<file path="src/hw/commit_pkg.sv">
// shared types for the commit control block
// exception cause codes, commit bundle and result structs
// ecode / esubcode lookup for the exception report
`default_nettype none

package commit_pkg;

    typedef enum logic [6:0] {
        excp_no   = 7'd0,
        excp_int  = 7'd1,
        excp_pil  = 7'd2,
        excp_pis  = 7'd3,
        excp_pif  = 7'd4,
        excp_pme  = 7'd5,
        excp_ppi  = 7'd6,
        excp_adef = 7'd7,
        excp_adem = 7'd8,
        excp_ale  = 7'd9,
        excp_sys  = 7'd10,
        excp_brk  = 7'd11,
        excp_ine  = 7'd12,
        excp_ipe  = 7'd13,
        excp_fpd  = 7'd14,
        excp_fpe  = 7'd15,
        excp_tlbr = 7'd16
    } excp_cause_e;

    // one committing instruction
    typedef struct packed {
        logic                  valid;
        logic [31:0]           pc;
        logic [31:0]           mem_addr;
        logic [5:0]            excp_mask;   // bit 5 has highest priority
        excp_cause_e [5:0]     excp_cause;
        logic                  is_privilege;
        logic                  is_ertn;
        logic                  is_idle;
        logic                  is_llw_scw;
        logic                  rf_we;
        logic [4:0]            rf_addr;
        logic [31:0]           rf_data;
        logic                  csr_we;
        logic [13:0]           csr_addr;
        logic [31:0]           csr_data;
    } slot_t;

    typedef slot_t [1:0] bundle_t;  // slot 0 is the older one

    typedef struct packed {
        logic [31:0] eentry;
        logic [31:0] era;
        logic [1:0]  plv;          // crmd.plv
        logic        int_pending;
    } csr_state_t;

    typedef struct packed {
        slot_t       slot;
        excp_cause_e final_cause;
        logic        has_excp;
    } picked_t;

    typedef struct packed {
        logic        we;
        logic [4:0]  addr;
        logic [31:0] data;
    } rf_wr_t;

    typedef struct packed {
        logic        we;
        logic [13:0] addr;
        logic [31:0] data;
        logic        llw_scw;
    } csr_wr_t;

    typedef struct packed {
        logic        valid;
        logic [31:0] pc;
        logic [31:0] badv;
        excp_cause_e cause;
        logic [5:0]  ecode;
        logic [8:0]  esubcode;
    } excp_report_t;

    typedef struct packed {
        logic        valid;
        logic [31:0] target;
    } redirect_t;

    typedef struct packed {
        logic buffer;
        logic decode;
        logic dispatch;
        logic execute;
        logic mem;
    } stall_req_t;

    // returns {ecode, esubcode}
    function automatic logic [14:0] excp_encode(input excp_cause_e cause);
        logic [5:0] ecode;
        logic [8:0] esubcode;
        esubcode = 9'd0;
        case (cause)
            excp_pil:  ecode = 6'h01;
            excp_pis:  ecode = 6'h02;
            excp_pif:  ecode = 6'h03;
            excp_pme:  ecode = 6'h04;
            excp_ppi:  ecode = 6'h07;
            excp_adef: ecode = 6'h08;
            excp_adem: begin
                ecode    = 6'h08;
                esubcode = 9'd1;       // memory side of ade
            end
            excp_ale:  ecode = 6'h09;
            excp_sys:  ecode = 6'h0b;
            excp_brk:  ecode = 6'h0c;
            excp_ine:  ecode = 6'h0d;
            excp_ipe:  ecode = 6'h0e;
            excp_fpd:  ecode = 6'h0f;
            excp_fpe:  ecode = 6'h12;
            excp_tlbr: ecode = 6'h3f;
            default:   ecode = 6'h00;  // int and no exception
        endcase
        return {ecode, esubcode};
    endfunction

endpackage

`default_nettype wire

</file>
<file path="src/hw/commit_ctrl_top.sv">
// commit control top level
// stage 1 priority pick, stage 2 resolve, flush/pause controller
`timescale 1ns/1ps
`default_nettype none

module commit_ctrl_top
    import commit_pkg::*;
(
    input  logic          clk,
    input  logic          rst_n_i,
    input  bundle_t       bundle_i,
    input  logic          bundle_valid_i,
    output logic          bundle_ready_o,
    input  csr_state_t    csr_i,
    input  logic          commit_ready_i,
    input  redirect_t     branch_i,
    input  logic          ex_excp_flush_i,
    input  stall_req_t    stall_i,
    output rf_wr_t  [1:0] rf_wr_o,
    output csr_wr_t       csr_wr_o,
    output excp_report_t  excp_report_o,
    output logic          commit_valid_o,
    output logic [7:0]    flush_o,
    output logic [7:0]    pause_o,
    output logic [31:0]   new_pc_o
);

    picked_t [1:0] picked;
    logic          picked_valid;
    logic          picked_ready;
    logic          kill;
    redirect_t     commit_redirect;
    logic          idle_pause;

    excp_priority u_excp_priority (
        .clk            (clk),
        .rst_n_i        (rst_n_i),
        .bundle_i       (bundle_i),
        .bundle_valid_i (bundle_valid_i),
        .bundle_ready_o (bundle_ready_o),
        .kill_i         (kill),
        .csr_i          (csr_i),
        .picked_o       (picked),
        .picked_valid_o (picked_valid),
        .picked_ready_i (picked_ready)
    );

    commit_resolve u_commit_resolve (
        .clk            (clk),
        .rst_n_i        (rst_n_i),
        .picked_i       (picked),
        .picked_valid_i (picked_valid),
        .picked_ready_o (picked_ready),
        .csr_i          (csr_i),
        .commit_ready_i (commit_ready_i),
        .rf_wr_o        (rf_wr_o),
        .csr_wr_o       (csr_wr_o),
        .excp_report_o  (excp_report_o),
        .commit_valid_o (commit_valid_o),
        .redirect_o     (commit_redirect),
        .kill_o         (kill),
        .idle_pause_o   (idle_pause)
    );

    pipe_ctrl u_pipe_ctrl (
        .commit_redirect_i (commit_redirect),
        .idle_pause_i      (idle_pause),
        .branch_i          (branch_i),
        .ex_excp_flush_i   (ex_excp_flush_i),
        .stall_i           (stall_i),
        .flush_o           (flush_o),
        .pause_o           (pause_o),
        .new_pc_o          (new_pc_o)
    );

endmodule

`default_nettype wire

</file>
<file path="src/hw/commit_resolve.sv">
// commit stage 2
// excepting slot select, ecode encoding, regfile and csr write filtering
// commit redirect for exception, ertn and csr refetch, idle pause
`timescale 1ns/1ps
`default_nettype none

module commit_resolve
    import commit_pkg::*;
(
    input  logic          clk,
    input  logic          rst_n_i,
    input  picked_t [1:0] picked_i,
    input  logic          picked_valid_i,
    output logic          picked_ready_o,
    input  csr_state_t    csr_i,
    input  logic          commit_ready_i,
    output rf_wr_t  [1:0] rf_wr_o,
    output csr_wr_t       csr_wr_o,
    output excp_report_t  excp_report_o,
    output logic          commit_valid_o,
    output redirect_t     redirect_o,
    output logic          kill_o,
    output logic          idle_pause_o
);

    slot_t        s0;
    slot_t        s1;
    picked_t      excp_pick;
    logic         exc0;
    logic         exc1;
    logic         exc_any;
    logic         we0;
    logic         we1;
    logic         csr_we0;
    logic         csr_we1;
    logic         csr_keep;
    logic [14:0]  enc;
    rf_wr_t [1:0] rf_wr_d;
    csr_wr_t      csr_wr_d;
    excp_report_t report_d;
    redirect_t    redirect_d;

    rf_wr_t [1:0] rf_wr_q;
    csr_wr_t      csr_wr_q;
    excp_report_t report_q;
    redirect_t    redirect_q;
    logic         idle_q;
    logic         s2_valid;
    logic         load;

    assign s0      = picked_i[0].slot;
    assign s1      = picked_i[1].slot;
    assign exc0    = picked_i[0].has_excp;
    assign exc1    = picked_i[1].has_excp;
    assign exc_any = exc0 || exc1;

    // older slot takes the exception
    assign excp_pick = exc0 ? picked_i[0] : picked_i[1];
    assign enc       = excp_encode(excp_pick.final_cause);

    assign report_d.valid    = exc_any;
    assign report_d.pc       = excp_pick.slot.pc;
    assign report_d.badv     = excp_pick.slot.mem_addr;
    assign report_d.cause    = excp_pick.final_cause;
    assign report_d.ecode    = enc[14:9];
    assign report_d.esubcode = enc[8:0];

    // slot 1 is younger, so an excepting slot 0 blocks it too
    assign we0 = s0.valid && s0.rf_we && !exc0;
    assign we1 = s1.valid && s1.rf_we && !exc0 && !exc1;

    always_comb begin
        rf_wr_d[0].we   = we0 && !(we1 && s0.rf_addr == s1.rf_addr); // younger wins
        rf_wr_d[0].addr = s0.rf_addr;
        rf_wr_d[0].data = s0.rf_data;
        rf_wr_d[1].we   = we1;
        rf_wr_d[1].addr = s1.rf_addr;
        rf_wr_d[1].data = s1.rf_data;
    end

    assign csr_we0  = s0.valid && s0.csr_we;
    assign csr_we1  = s1.valid && s1.csr_we;
    assign csr_keep = (csr_we0 || csr_we1) && !exc_any;

    assign csr_wr_d.we      = csr_keep;
    assign csr_wr_d.addr    = csr_we0 ? s0.csr_addr : s1.csr_addr;
    assign csr_wr_d.data    = csr_we0 ? s0.csr_data : s1.csr_data;
    assign csr_wr_d.llw_scw = !exc_any && ((s0.valid && s0.is_llw_scw) ||
                                           (s1.valid && s1.is_llw_scw));

    always_comb begin
        redirect_d.valid  = 1'b1;
        if (exc_any) begin
            redirect_d.target = csr_i.eentry;
        end else if (s0.valid && s0.is_ertn) begin
            redirect_d.target = csr_i.era;
        end else if (csr_keep) begin
            redirect_d.target = (csr_we0 ? s0.pc : s1.pc) + 32'd4;   // refetch
        end else begin
            redirect_d.valid  = 1'b0;
            redirect_d.target = csr_i.eentry;
        end
    end

    // a redirect being taken also blocks the younger bundle from entering
    assign picked_ready_o = (!s2_valid || commit_ready_i) && !kill_o;
    assign load           = picked_valid_i && picked_ready_o;

    always_ff @(posedge clk) begin
        if (!rst_n_i) begin
            s2_valid <= 1'b0;
        end else if (load) begin
            s2_valid <= 1'b1;
        end else if (commit_ready_i) begin
            s2_valid <= 1'b0;
        end
    end

    always_ff @(posedge clk) begin
        if (load) begin
            rf_wr_q    <= rf_wr_d;
            csr_wr_q   <= csr_wr_d;
            report_q   <= report_d;
            redirect_q <= redirect_d;
            idle_q     <= s0.valid && s0.is_idle;
        end
    end

    always_comb begin
        rf_wr_o             = rf_wr_q;
        rf_wr_o[0].we       = rf_wr_q[0].we && s2_valid;
        rf_wr_o[1].we       = rf_wr_q[1].we && s2_valid;
        csr_wr_o            = csr_wr_q;
        csr_wr_o.we         = csr_wr_q.we && s2_valid;
        csr_wr_o.llw_scw    = csr_wr_q.llw_scw && s2_valid;
        excp_report_o       = report_q;
        excp_report_o.valid = report_q.valid && s2_valid;
    end

    assign commit_valid_o    = s2_valid;
    assign redirect_o.valid  = redirect_q.valid && s2_valid && commit_ready_i;
    assign redirect_o.target = redirect_q.target;
    assign kill_o            = redirect_o.valid;
    assign idle_pause_o      = s2_valid && idle_q && !csr_i.int_pending;  // irq wakes

endmodule

`default_nettype wire

</file>
<file path="src/hw/excp_priority.sv">
// commit stage 1
// per-slot exception priority pick, interrupt and privilege check
// one bundle register with valid/ready handshake and kill
`timescale 1ns/1ps
`default_nettype none

module excp_priority
    import commit_pkg::*;
(
    input  logic          clk,
    input  logic          rst_n_i,
    input  bundle_t       bundle_i,
    input  logic          bundle_valid_i,
    output logic          bundle_ready_o,
    input  logic          kill_i,          // redirect from the older bundle
    input  csr_state_t    csr_i,
    output picked_t [1:0] picked_o,
    output logic          picked_valid_o,
    input  logic          picked_ready_i
);

    picked_t [1:0] pick_d;
    picked_t [1:0] pick_q;
    logic          s1_valid;
    logic          take;

    always_comb begin
        excp_cause_e cause;
        logic        bit3_won;
        for (int i = 0; i < 2; i++) begin
            cause    = excp_no;
            bit3_won = 1'b0;
            // ascending scan, the highest set bit wins
            for (int b = 0; b < 6; b++) begin
                if (bundle_i[i].excp_mask[b]) begin
                    cause    = bundle_i[i].excp_cause[b];
                    bit3_won = (b == 3);
                end
            end
            if (bit3_won && bundle_i[i].is_privilege && csr_i.plv != 2'd0)
                cause = excp_ipe;   // privileged op outside plv0
            if (csr_i.int_pending)
                cause = excp_int;
            if (!bundle_i[i].valid)
                cause = excp_no;
            pick_d[i].slot        = bundle_i[i];
            pick_d[i].final_cause = cause;
            pick_d[i].has_excp    = bundle_i[i].valid &&
                                    (|bundle_i[i].excp_mask || csr_i.int_pending);
        end
    end

    // no intake on the kill cycle
    assign bundle_ready_o = (!s1_valid || picked_ready_i) && !kill_i;
    assign take           = bundle_valid_i && bundle_ready_o;

    always_ff @(posedge clk) begin
        if (!rst_n_i) begin
            s1_valid <= 1'b0;
        end else if (kill_i) begin
            s1_valid <= 1'b0;
        end else if (take) begin
            s1_valid <= 1'b1;
        end else if (picked_ready_i) begin
            s1_valid <= 1'b0;           // drained into stage 2
        end
    end

    always_ff @(posedge clk) begin
        if (take) begin
            pick_q <= pick_d;
        end
    end

    assign picked_o       = pick_q;
    assign picked_valid_o = s1_valid;

endmodule

`default_nettype wire

</file>
<file path="src/hw/pipe_ctrl.sv">
// pipeline flush and pause vectors
// bit 0 is pc, bit 7 is writeback
// merges commit redirect and branch target into new pc
`timescale 1ns/1ps
`default_nettype none

module pipe_ctrl
    import commit_pkg::*;
(
    input  redirect_t   commit_redirect_i,
    input  logic        idle_pause_i,
    input  redirect_t   branch_i,
    input  logic        ex_excp_flush_i,
    input  stall_req_t  stall_i,
    output logic [7:0]  flush_o,
    output logic [7:0]  pause_o,
    output logic [31:0] new_pc_o
);

    logic       cr;
    logic       br;
    logic [7:0] pause_back;
    logic [7:0] pause_front;

    assign cr = commit_redirect_i.valid;
    assign br = branch_i.valid;

    // pc, icache, instbuffer, id, dispatch, ex, mem, wb
    assign flush_o[0] = cr || br;
    assign flush_o[1] = cr || br;
    assign flush_o[2] = cr || br;
    assign flush_o[3] = cr || br || ex_excp_flush_i;
    assign flush_o[4] = cr || br || ex_excp_flush_i;
    assign flush_o[5] = cr;
    assign flush_o[6] = cr;
    assign flush_o[7] = 1'b0;              // wb is never flushed

    // deepest requester wins
    always_comb begin
        if (stall_i.mem || idle_pause_i) begin
            pause_back = 8'b0111_1111;
        end else if (stall_i.execute) begin
            pause_back = 8'b0011_1111;
        end else if (stall_i.dispatch) begin
            pause_back = 8'b0001_1111;
        end else if (stall_i.decode) begin
            pause_back = 8'b0000_1111;
        end else begin
            pause_back = 8'b0000_0000;
        end
    end

    // buffer stall leaves a flushed icache running
    always_comb begin
        pause_front    = 8'b0000_0000;
        pause_front[0] = stall_i.buffer;
        pause_front[1] = stall_i.buffer && !flush_o[1];
    end

    assign pause_o = pause_back | pause_front;

    assign new_pc_o = cr ? commit_redirect_i.target : branch_i.target;

endmodule

`default_nettype wire

</file>
<file path="config.mk">
export PLATFORM = sky130hd
export DESIGN_NAME = commit_ctrl_top
export DESIGN_NICKNAME = d
export VERILOG_FILES = /design/src/hw/commit_pkg.sv /design/src/hw/commit_ctrl_top.sv /design/src/hw/commit_resolve.sv /design/src/hw/excp_priority.sv /design/src/hw/pipe_ctrl.sv
export SDC_FILE = /design/constraint.sdc
export NUM_CORES = 1
export LEC_CHECK = 0
export ABC_CLOCK_PERIOD_IN_PS = 52600
export BUFFER_PORTS_ARGS = -buffer_cell sky130_fd_sc_hd__buf_4
export CAP_MARGIN = 20
export CORE_AREA = 2 2 300 302
export DETAILED_ROUTE_END_ITERATION = 12
export DIE_AREA = 0 0 302 304
export PLACE_DENSITY_LB_ADDON = 0.12
export SYNTH_ARGS = -nofsm -noshare
export SYNTH_HDL_FRONTEND = slang
export SYNTH_SLANG_ARGS = --single-unit
</file>
<file path="constraint.sdc">
create_clock -name clk -period 52.6 [get_ports clk]
set_input_delay 2.63 -clock clk [delete_from_list [all_inputs] [get_ports clk]]
set_output_delay 2.63 -clock clk [all_outputs]
set_load 0.02 [all_outputs]
</file>
# [After elaboration in Yosys (flattened, before gate mapping)]
# Index checks and enable logic that the tools add are counted.
# Widths: inputs -> output; s select.
[word_totals] ff_bits=667 in_bits=514 out_inout_bits=261 wordCells=197
[op_classes] addsub=1 n_eq_ne=16 muxes=41 bitwise_logic=4 n_reduce_logical=66
[ops] op="$mux 209" count=1
[ops] op="$mux 32" count=6
[ops] op="$mux 7" count=12
[ops] op="$pmux 6 s14" count=1
[ops] op="$eq 7x4->1 const B" count=8
[ops] op="$logic_and 1x1->1" count=35
[ops] op="$add 32x3->32 const B" count=1
[ops] op="$eq 7x3->1 const B" count=4
[ops] op="$mux 8" count=3
[ops] op="$eq 7x2->1 const B" count=2
[ops] op="$mux 1" count=14
[ops] op="$mux 14" count=1
[ops] op="$mux 4" count=3
[ops] op="$reduce_or 6->1" count=2
[ops] op="$logic_or 1x1->1" count=10
[ops] op="$reduce_or 2->1" count=5
[ops] op="$logic_not 1->1" count=9
[ops] op="$or 8x2->8" count=1
[ops] op="$eq 7x5->1 const B" count=1
[ops] op="$reduce_bool 2->1" count=3
[ops] op="$reduce_or 3->1" count=2
[ops] op="$eq 5x5->1" count=1
[ops] op="$not 1->1" count=3

# [Longest topological paths before layout]
# Gate-level depths: netlist (run 1).
[logic_depth] ltp_word=8 ltp_mapped=15

# [Modules after synthesis]
# A second synthesis (run 1) with hierarchy kept.
[unflattened] cells_unflattened=1685 area_unflattened_um2=26650.6
[by_module_without_submodules] mod="excp_priority" n_inst=1 cells_per_inst=566 area_each_um2=13540.5 seq_area_each_um2=12632.1
[by_module_without_submodules] mod="commit_resolve" n_inst=1 cells_per_inst=1065 area_each_um2=12605.8 seq_area_each_um2=7136.8
[by_module_without_submodules] mod="pipe_ctrl" n_inst=1 cells_per_inst=54 area_each_um2=504.2 seq_area_each_um2=0.0

# [Worst setup path after synthesis (run 1)]
# Ideal clock, no wire load.
[synth_timing] path_type="input port to flip-flop" from="input commit_ready_i" to="register u_commit_resolve.s2_valid (netlist: u_commit_resolve.commit_valid_o)" arrival_ps=20982 setup_slack_ps=31479 path_stages=3 path_cell_list="nand2b_1 -> a21boi_0 -> o21a_1"
[synth_between] elab_chain_len=5 word_cells_on_any_way=7 classes_between="1 x mux; 6 x reduce/logical"
[synth_rtl] item="from (decl)" line_no="commit_ctrl_top.sv:15" source="input logic commit_ready_i,"
[synth_rtl] item="$logic_and 1x1->1" line_no="commit_resolve.sv:141" source="assign redirect_o.valid = redirect_q.valid && s2_valid && commit_ready_i;"
[synth_rtl] item="$logic_not 1->1" line_no="commit_resolve.sv:106" source="assign picked_ready_o = (!s2_valid || commit_ready_i) && !kill_o;"
[synth_rtl] item="$logic_and 1x1->1 (*)" line_no="commit_resolve.sv:106"
[synth_rtl] item="$logic_and 1x1->1 (*)" line_no="commit_resolve.sv:107" source="assign load = picked_valid_i && picked_ready_o;"
[synth_rtl] item="via u_commit_resolve.load" line_no="commit_resolve.sv:49" source="logic load;"
[synth_rtl] item="$mux 1 or $reduce_bool 2->1 (tied branches)"
[synth_rtl] item="to (signal assigned)" line_no="commit_resolve.sv:111" source="s2_valid <= 1'b0;"
[synth_rtl] item="to (signal assigned)" line_no="commit_resolve.sv:113" source="s2_valid <= 1'b1;"
[synth_rtl] item="to (signal assigned)" line_no="commit_resolve.sv:115" source="s2_valid <= 1'b0;"
[synth_rtl] item="to (decl)" line_no="commit_resolve.sv:48" source="logic s2_valid;"
# Mark *: on every way through the listed nets, which the timed path passes. The rest lies on a longest branch.
# A chain may end at the register's enable or synchronous reset.

# [Worst setup path after layout (run 1)]
[layout_timing] from="input csr_i[0] (netlist bit)" to="output pause_o[1]"
[layout_between] elab_chain_len=5
[layout_rtl] item="from (decl)" line_no="commit_ctrl_top.sv:14" source="input csr_state_t csr_i,"
[layout_rtl] item="$logic_not 1->1" line_no="commit_resolve.sv:144" source="assign idle_pause_o = s2_valid && idle_q && !csr_i.int_pending;"
[layout_rtl] item="$logic_and 1x1->1" line_no="commit_resolve.sv:144"
[layout_rtl] item="$logic_or 1x1->1" line_no="pipe_ctrl.sv:40" source="if (stall_i.mem || idle_pause_i) begin"
[layout_rtl] item="$mux 8" line_no="pipe_ctrl.sv:40"
[layout_rtl] item="$or 8x2->8" line_no="pipe_ctrl.sv:60" source="assign pause_o = pause_back | pause_front;"
[layout_rtl] item="to (decl)" line_no="commit_ctrl_top.sv:24" source="output logic [7:0] pause_o,"
# Every way passes these cells.

==> results by group, run 1 <==
Floorplanning
  – Chip height: 304 um
  – Die X: 302 um
  – Initial Util: 0.263
  – Core box area: 89000 sq um
  – Die area: 91800 sq um
  – Row Count: 110
  – IO Pins: 775

Synthesis
  – Flops & latches, synth: 559
  – Most frequent cell after synthesis: edfxtp_1
  – Post-Synthesis Cells: 1631
  – Yosys warning count: 0
  – Post-synth top area share: 0.714
  – Synth async-reset ratio: 0
  – Cell taking the most area after synthesis: edfxtp_1
  – Area contributors post-synth: edfxtp_1 (71%), buf_4 (6.9%), nand2_1 (4.8%)
  – Post-synth top cells: edfxtp_1 (557), nand2_1 (301), buf_4 (215)
  – Avg Cell Area, Syn: 14.4 sq um
  – Post-synth EDFFs: 557
  – Most used DFF post-synth: edfxtp_1
  – Sequential element share of the synthesized area: 0.716
  – Post-synth cell types: 63
  – Post-Syn Area: 23400 sq um

Timing
  – RSZ-0062 raised after global routing: no
  – Sum Neg Setup Slack: 0 ns
  – Clock Skews: 0.0225 ns
  – Actual slew at the worst max-slew pin: 1.05 ns
  – Tcrit/Tclk final: 0.132
  – Max-slew violations: 0
  – Relative slew slack: 0.303
  – Final setup violation count: 0
  – FMAX: 0.144 GHz
  – Hold Vio Cnt, Final: 0
  – Min Tclk post-route: 6.92 ns

Pwr
  – Leak Pwr: 0.0122 uW
  – Tot Pwr: 1110 uW
  – Power Density: 35.7 nW/um^2
  – IR drop worst, VDD: 0.0000271 V

Clocking
  – Post-CTS setup buffer count: 0
  – Hold Buf Count CTS: 0
  – Clk root buf: clkbuf_16
  – Clk sinks: 559
  – H-tree depth: 3
  – Clock slew at reported path FFs: 0.06 ns
  – Clock Path Buffers: 3
  – Num CTS Buffers: 68
  – Clock latency on the worst-skew pair: 0.60 ns
  – Post-cts sizing count: 0
  – CTS tree: done

Global routing
  – Antenna violations before repair: 20
  – GR peak layer: met2
  – Grt ovf: 0
  – Met3 Use GR: 0.0420
  – Largest net degree at the start of global routing: 157
  – First-pass GRT wire length: 110000 um
  – GRT Total Usage: 0.167
  – Met1 track demand over resource: 0.199
  – Vias in the first global route: 15400
  – Routing usage on met2: 0.290

Routing
  – WL per Instance: 22.8 um
  – Post-route DRC violation count: 0
  – First-iteration detailed-routing DRC count: 1000
  – DRT Wirelength: 78800 um
  – TritonRoute pass-1 iters: 7
  – Routed vias/inst: 4.29
  – ANT nets after route: 0
  – Vias: 14800

Finish
  – Synth-to-Final Area Change: 32.5%
  – Final Cell Area: 31000 sq um
  – Layout cells sized above 1: 0.430
  – Fill cells: 8761
  – Final core utilization: 0.349
  – Post-layout nets: 2736

Worst setup path
  – Max FO, Critical Path: 5
  – Crit path buf inv count: 3
  – Max incr delay on CP: 0.35 ns
  – CP max-delay cell: or3_1
  – Worst path cell trace: buf_4 > inv_1 > a31o_2 > or3_1 > or2_2 > o21bai_1 > buf_4
  – CP dominant cell by count: buf_4
  – Startpoint Class: input pin
  – Arr. time, crit path: 4.29 ns
  – CP top delay family: simple AND/OR/NAND/NOR gates
  – Worst Path Required: 49.97 ns
  – Crit Path Class: in -> out
  – Worst Setup End Kind: primary output

Hold path
  – HP Class: reg -> reg

Placed design
  – DP Area: 29000 sq um
  – Routability cong.: 0.848
  – Port bufs: 762
  – Post-DP HPWL: 59000 um

Job
  – Max-Cap Viols: 0

Status
  – Status: finished, final reports clean
[per-stage QoR]
stage                     hold slack [ns]  worst slack (ns)  instances
final                               0.403             45.68       3456
after floorplan                     0.400             31.48       1640
after detailed placement            0.405             45.68       3327
after global routing                0.410             45.62       3455
after global placement              0.400             45.73       3327
after CTS                           0.406             45.69       3445
[worst paths after layout]
kind         slack [ns]  depth (start not counted)                                     from                                         to
max               45.68                          7                                 csr_i[0]                                 pause_o[1]
min                0.40                          0  u_excp_priority.picked_o[291]$_DFFE_PP_     u_commit_resolve.rf_wr_o[64]$_DFFE_PP_
max reg2reg       48.50                          8  u_excp_priority.picked_o[209]$_DFFE_PP_  u_commit_resolve.redirect_o[23]$_DFFE_PP_
min reg2reg        0.40                          0  u_excp_priority.picked_o[291]$_DFFE_PP_     u_commit_resolve.rf_wr_o[64]$_DFFE_PP_
[worst reg2reg max path, stage by stage, from the launching register on]
cell	delay, ns
edfxtp_1	0.32
buf_4	0.33
and2_4	0.63
buf_4	0.82
nand3_2	0.14
a211o_1	0.49
nor4_2	0.42
xor2_1	0.53
a21oi_1	0.16
[layout make-up]
| cell class | instances | area [sq um] | area share |
|---|---|---|---|
| Antenna cell | 11 | 27.5 | 0.000887 |
| Clock inverter | 33 | 267 | 0.00859 |
| Tap cell | 1176 | 1470 | 0.0474 |
| Sequential cell | 559 | 16800 | 0.540 |
| Inverter | 15 | 56.3 | 0.00181 |
| Multi-Input combinational cell | 795 | 4780 | 0.154 |
| Timing Repair Buffer | 782 | 5880 | 0.190 |
| Clock buffer | 85 | 1790 | 0.0576 |
[sequential cells by signal, indices dropped and copies added, names as in the netlist]
register / count
u_commit_resolve.commit_valid_o: 1
u_commit_resolve.csr_wr_o: 46
u_commit_resolve.csr_wr_q: 2
u_commit_resolve.excp_report_o: 78
u_commit_resolve.idle_q: 1
u_commit_resolve.redirect_o: 32
u_commit_resolve.redirect_q: 1
u_commit_resolve.report_q: 1
u_commit_resolve.rf_wr_o: 74
u_commit_resolve.rf_wr_q: 2
u_excp_priority.picked_o: 320
u_excp_priority.picked_valid_o: 1
[logic make-up after synthesis]
kind of cell / after synthesis / synth area share
AO/OA/AOI/OAI: 185 / 0.0521
flip-flops: 559 / 0.716
adder cells (fa/ha/maj): 1 / 0.000534
AND/OR/NAND/NOR: 468 / 0.0904
XOR/XNOR: 32 / 0.0120
buffers and inverters: 286 / 0.0828
other: 1 / 0.000160
multiplexers: 99 / 0.0461
[power breakdown]
| group | switching [uW] | leakage, uW | internal, uW | total [uW] |
|---|---|---|---|---|
| clock network | 184 | 0.00101 | 256 | 440 |
| registers | 10.6 | 0.00536 | 527 | 538 |
| logic | 73.4 | 0.00582 | 55.7 | 129 |
[per-layer routing]
metal,routed length [um],up-vias
met5,83,-
met4,2250,12
met3,5520,126
met2,39800,559
met1,31100,7162
li1,-,6965
[cell usage in the layout (no fill, tap or decap), types with 4 or more instances in the layout]
cell / n
o211ai_1: 6
nand2_1: 300
a211o_1: 4
nand4_1: 19
clkbuf_16: 69
mux2_2: 71
nor3_1: 22
edfxtp_1: 557
a221oi_1: 11
nand3_1: 15
clkinv_1: 14
diode_2: 11
o22ai_1: 22
nor4_1: 4
nor2b_1: 12
buf_4: 781
a22oi_1: 24
xnor2_1: 13
inv_6: 4
clkinv_2: 11
nor2_1: 49
mux2i_1: 28
xor2_1: 19
a211oi_1: 5
a21oi_1: 44
nor4_2: 6
o21ai_0: 29
inv_1: 13
conb_1: 10
o21ai_1: 5
and3_1: 6
clkbuf_1: 16
a31oi_1: 9
or2_2: 4
or3_1: 5
and2_1: 8
o21a_1: 5
Power figures use the tool's default switching activity.
==> run 2: changes to the inputs <==
Settings changed: ABC_CLOCK_PERIOD_IN_PS 52600 to 5650.
Clock period 52.6 ns to 5.65 ns, I/O delays scaled along.
==> run 2 against run 1 <==
  * Critical path depth is 1 higher
  * Non-clock buffer count is 311 higher
  * Setup slack worse by 44 ns
  * First-iteration DRC count is 4.2% lower
  * Sequential power grew to 9.3 times the previous value
  * Via count is 8.6% higher
  * Sequential share of layout area is 5.2 points lower
  * Die area stayed put
  * Worst hold slack worse by 0.36 ns
  * Count of clock-buffer cells in the layout is 2 higher
  * Critical endpoint is now u_commit_resolve.redirect_o[29]$_DFFE_PP_
==> results by group, run 2 (same netlist as run 1, synthesis figures left out) <==
Status
  – Status: finished, final reports clean (unchanged)

Pwr
  – IR drop worst, VDD: 0.000201 V (was 0.0000271 V)
  – Power Density: 311 nW/um^2 (was 35.7 nW/um^2)
  – Leak Pwr: 0.0136 uW (was 0.0122 uW)

Clocking
  – Clock Path Buffers: 3 (unchanged)
  – Clk root buf: clkbuf_16 (unchanged)
  – Post-cts sizing count: 0 (unchanged)
  – Clock slew at reported path FFs: 0.07 ns (was 0.06 ns)
  – H-tree depth: 3 (unchanged)
  – CTS tree: done (unchanged)
  – Num CTS Buffers: 69 (was 68)
  – Post-CTS setup buffer count: 0 (unchanged)
  – Clock latency on the worst-skew pair: 0.62 ns (was 0.60 ns)
  – Clk sinks: 559 (unchanged)
  – Hold Buf Count CTS: 313 (was 0)

Timing
  – Hold Vio Cnt, Final: 0 (unchanged)
  – Min Tclk post-route: 3.85 ns
  – RSZ-0062 raised after global routing: no (unchanged)
  – FMAX: 0.260 GHz
  – Worst setup margin: 1.80 ns (was 45.68 ns)
  – Max-slew violations: 0 (unchanged)
  – Clock Skews: 0.0270 ns (was 0.0225 ns)
  – Sum Neg Setup Slack: 0 ns (unchanged)
  – Relative slew slack: 0.353 (was 0.303)
  – Actual slew at the worst max-slew pin: 0.970 ns (was 1.05 ns)
  – Final setup violation count: 0 (unchanged)
  – Tcrit/Tclk final: 0.682

Finish
  – Area of the multi-input gates: 4780 sq um (unchanged)
  – Fill cells: 8540 (was 8761)
  – Layout cells sized above 1: 0.379 (was 0.430)
  – Final Cell Area: 34300 sq um (was 31000 sq um)
  – Register area: 16800 sq um (unchanged)
  – Max reg flops: 320 (unchanged)
  – Most common cell after layout, fill and taps aside: buf_4 (unchanged)
  – Final core utilization: 0.385 (was 0.349)
  – Synth-to-Final Area Change: 46.5% (was 32.5%)
  – Post-layout nets: 3048 (was 2736)
  – Most frequent cells in the layout: buf_4 (774), edfxtp_1 (557), dlygate4sd3_1 (313), nand2_1 (300), mux2_2 (71) (was buf_4 (781), edfxtp_1 (557), nand2_1 (300), mux2_2 (71), clkbuf_16 (69))

Routing
  – TritonRoute pass-1 iters: 7 (unchanged)
  – Routed vias/inst: 4.27 (was 4.29)
  – Vias: 16100 (was 14800)
  – WL per Instance: 21.3 um (was 22.8 um)
  – ANT nets after route: 0 (unchanged)
  – DRT Wirelength: 80100 um (was 78800 um)
  – First-iteration detailed-routing DRC count: 958 (was 1000)
  – Post-route DRC violation count: 0 (unchanged)

Worst setup path
  – Max FO, Critical Path: 49 (was 5)
  – Worst Path Required: 5.99 ns (was 49.97 ns)
  – Max incr delay on CP: 0.68 ns (was 0.35 ns)
  – Crit Path Class: reg -> reg (was in -> out)
  – Arr. time, crit path: 4.19 ns (was 4.29 ns)
  – Worst R2R Path Depth: 8 (unchanged)
  – Worst Setup End Kind: flip-flop (was primary output)
  – Startpoint Class: flip-flop (was input pin)
  – Worst path cell trace: buf_4 > and2_4 > buf_4 > mux2i_1 > a211o_1 > nor4_2 > xor2_1 > a21oi_1 (was buf_4 > inv_1 > a31o_2 > or3_1 > or2_2 > o21bai_1 > buf_4)
  – CP dominant cell by count: buf_4 (unchanged)
  – CP max-delay cell: buf_4 (was or3_1)

Job
  – Max-Cap Viols: 0 (unchanged)

Floorplanning
  – Die area: 91800 sq um (unchanged)
  – Die X: 302 um (unchanged)
  – IO Pins: 775 (unchanged)
  – Row Count: 110 (unchanged)
  – Core box area: 89000 sq um (unchanged)
  – Initial Util: 0.263 (unchanged)
  – Chip height: 304 um (unchanged)

Global routing
  – GRT Total Usage: 0.170 (was 0.167)
  – First-pass GRT wire length: 114000 um (was 110000 um)
  – Vias in the first global route: 17200 (was 15400)
  – Largest net degree at the start of global routing: 122 (was 157)
  – Antenna violations before repair: 12 (was 20)
  – Grt ovf: 0 (unchanged)

Placed design
  – Routability cong.: 0.831 (was 0.848)
  – Placement Setup Slack: 1.77 ns (was 45.68 ns)
  – Port bufs: 762 (unchanged)
  – Post-DP HPWL: 59200 um (was 59000 um)
  – DP Area: 29000 sq um (about the same)

Hold path
  – HP Class: in -> reg (was reg -> reg)
  – WHS Path Cells: 3 (was 0)
run 2: changes by cell type in the layout (fill, tap and decap cells not counted), sizes merged:
cell         previous run  this run
clkbuf                 85        87
diode                  11         8
clkinv                 28        29
dlygate4sd3             0       313
clkinvlp                0         1
buf                   782       780
run 2: area by class of cell:
type,count,share of cell area
inverters,15,0.00164
repair buffers,1093,0.264
diodes,8,0.000583
clock inverters,35,0.0108
multi-input cells,795,0.139
flip-flops and latches,559,0.489
clock buffers,87,0.0523
well taps,1176,0.0429
run 2: metrics by stage:
step,instances,total power [uW],hold WS (ns)
after floorplan,1640,5760,0.381
after global placement,3325,6300,0.400
after detailed placement,3325,6320,0.405
after CTS,3760,10900,0.00610
after global routing,3765,11100,0.0377
final,3768,10700,0.0404
run 2: final timing paths:
check | slack (ns) | startpoint | to
setup reg to reg | 1.80 | u_excp_priority.picked_o[209]$_DFFE_PP_ | u_commit_resolve.redirect_o[29]$_DFFE_PP_
hold / removal | 0.04 | bundle_i[330] | u_excp_priority.picked_o[215]$_SDFFCE_PP0P_
setup / recovery | 1.80 | u_excp_priority.picked_o[209]$_DFFE_PP_ | u_commit_resolve.redirect_o[29]$_DFFE_PP_
hold reg to reg | 0.41 | u_excp_priority.picked_o[68]$_DFFE_PP_ | u_commit_resolve.rf_wr_o[13]$_DFFE_PP_
run 2: critical path, delay by kind of cell, from the launching register on:
kind,cells,cell delay [ns]
xor+xnor,1,0.29
simple gates,2,1.03
flops,1,0.32
compound gates,2,0.59
buf+inv,2,0.97
mux,1,0.26
run 2: per-layer routing:
metal | GRT usage | up-vias | routed length (um)
met1 | 0.209 | 7815 | 32500
met5 | 0 | - | 74
met2 | 0.295 | 584 | 40200
met3 | 0.0403 | 110 | 5370
li1 | - | 7577 | -
met4 | 0.0524 | 12 | 1930
run 2: where the power goes:
part           total, uW  switching (uW)  internal [uW]
clock network       4260            1830           2430
logic               1380             717            666
registers           5020             115           4910
total              10700            2660           8000
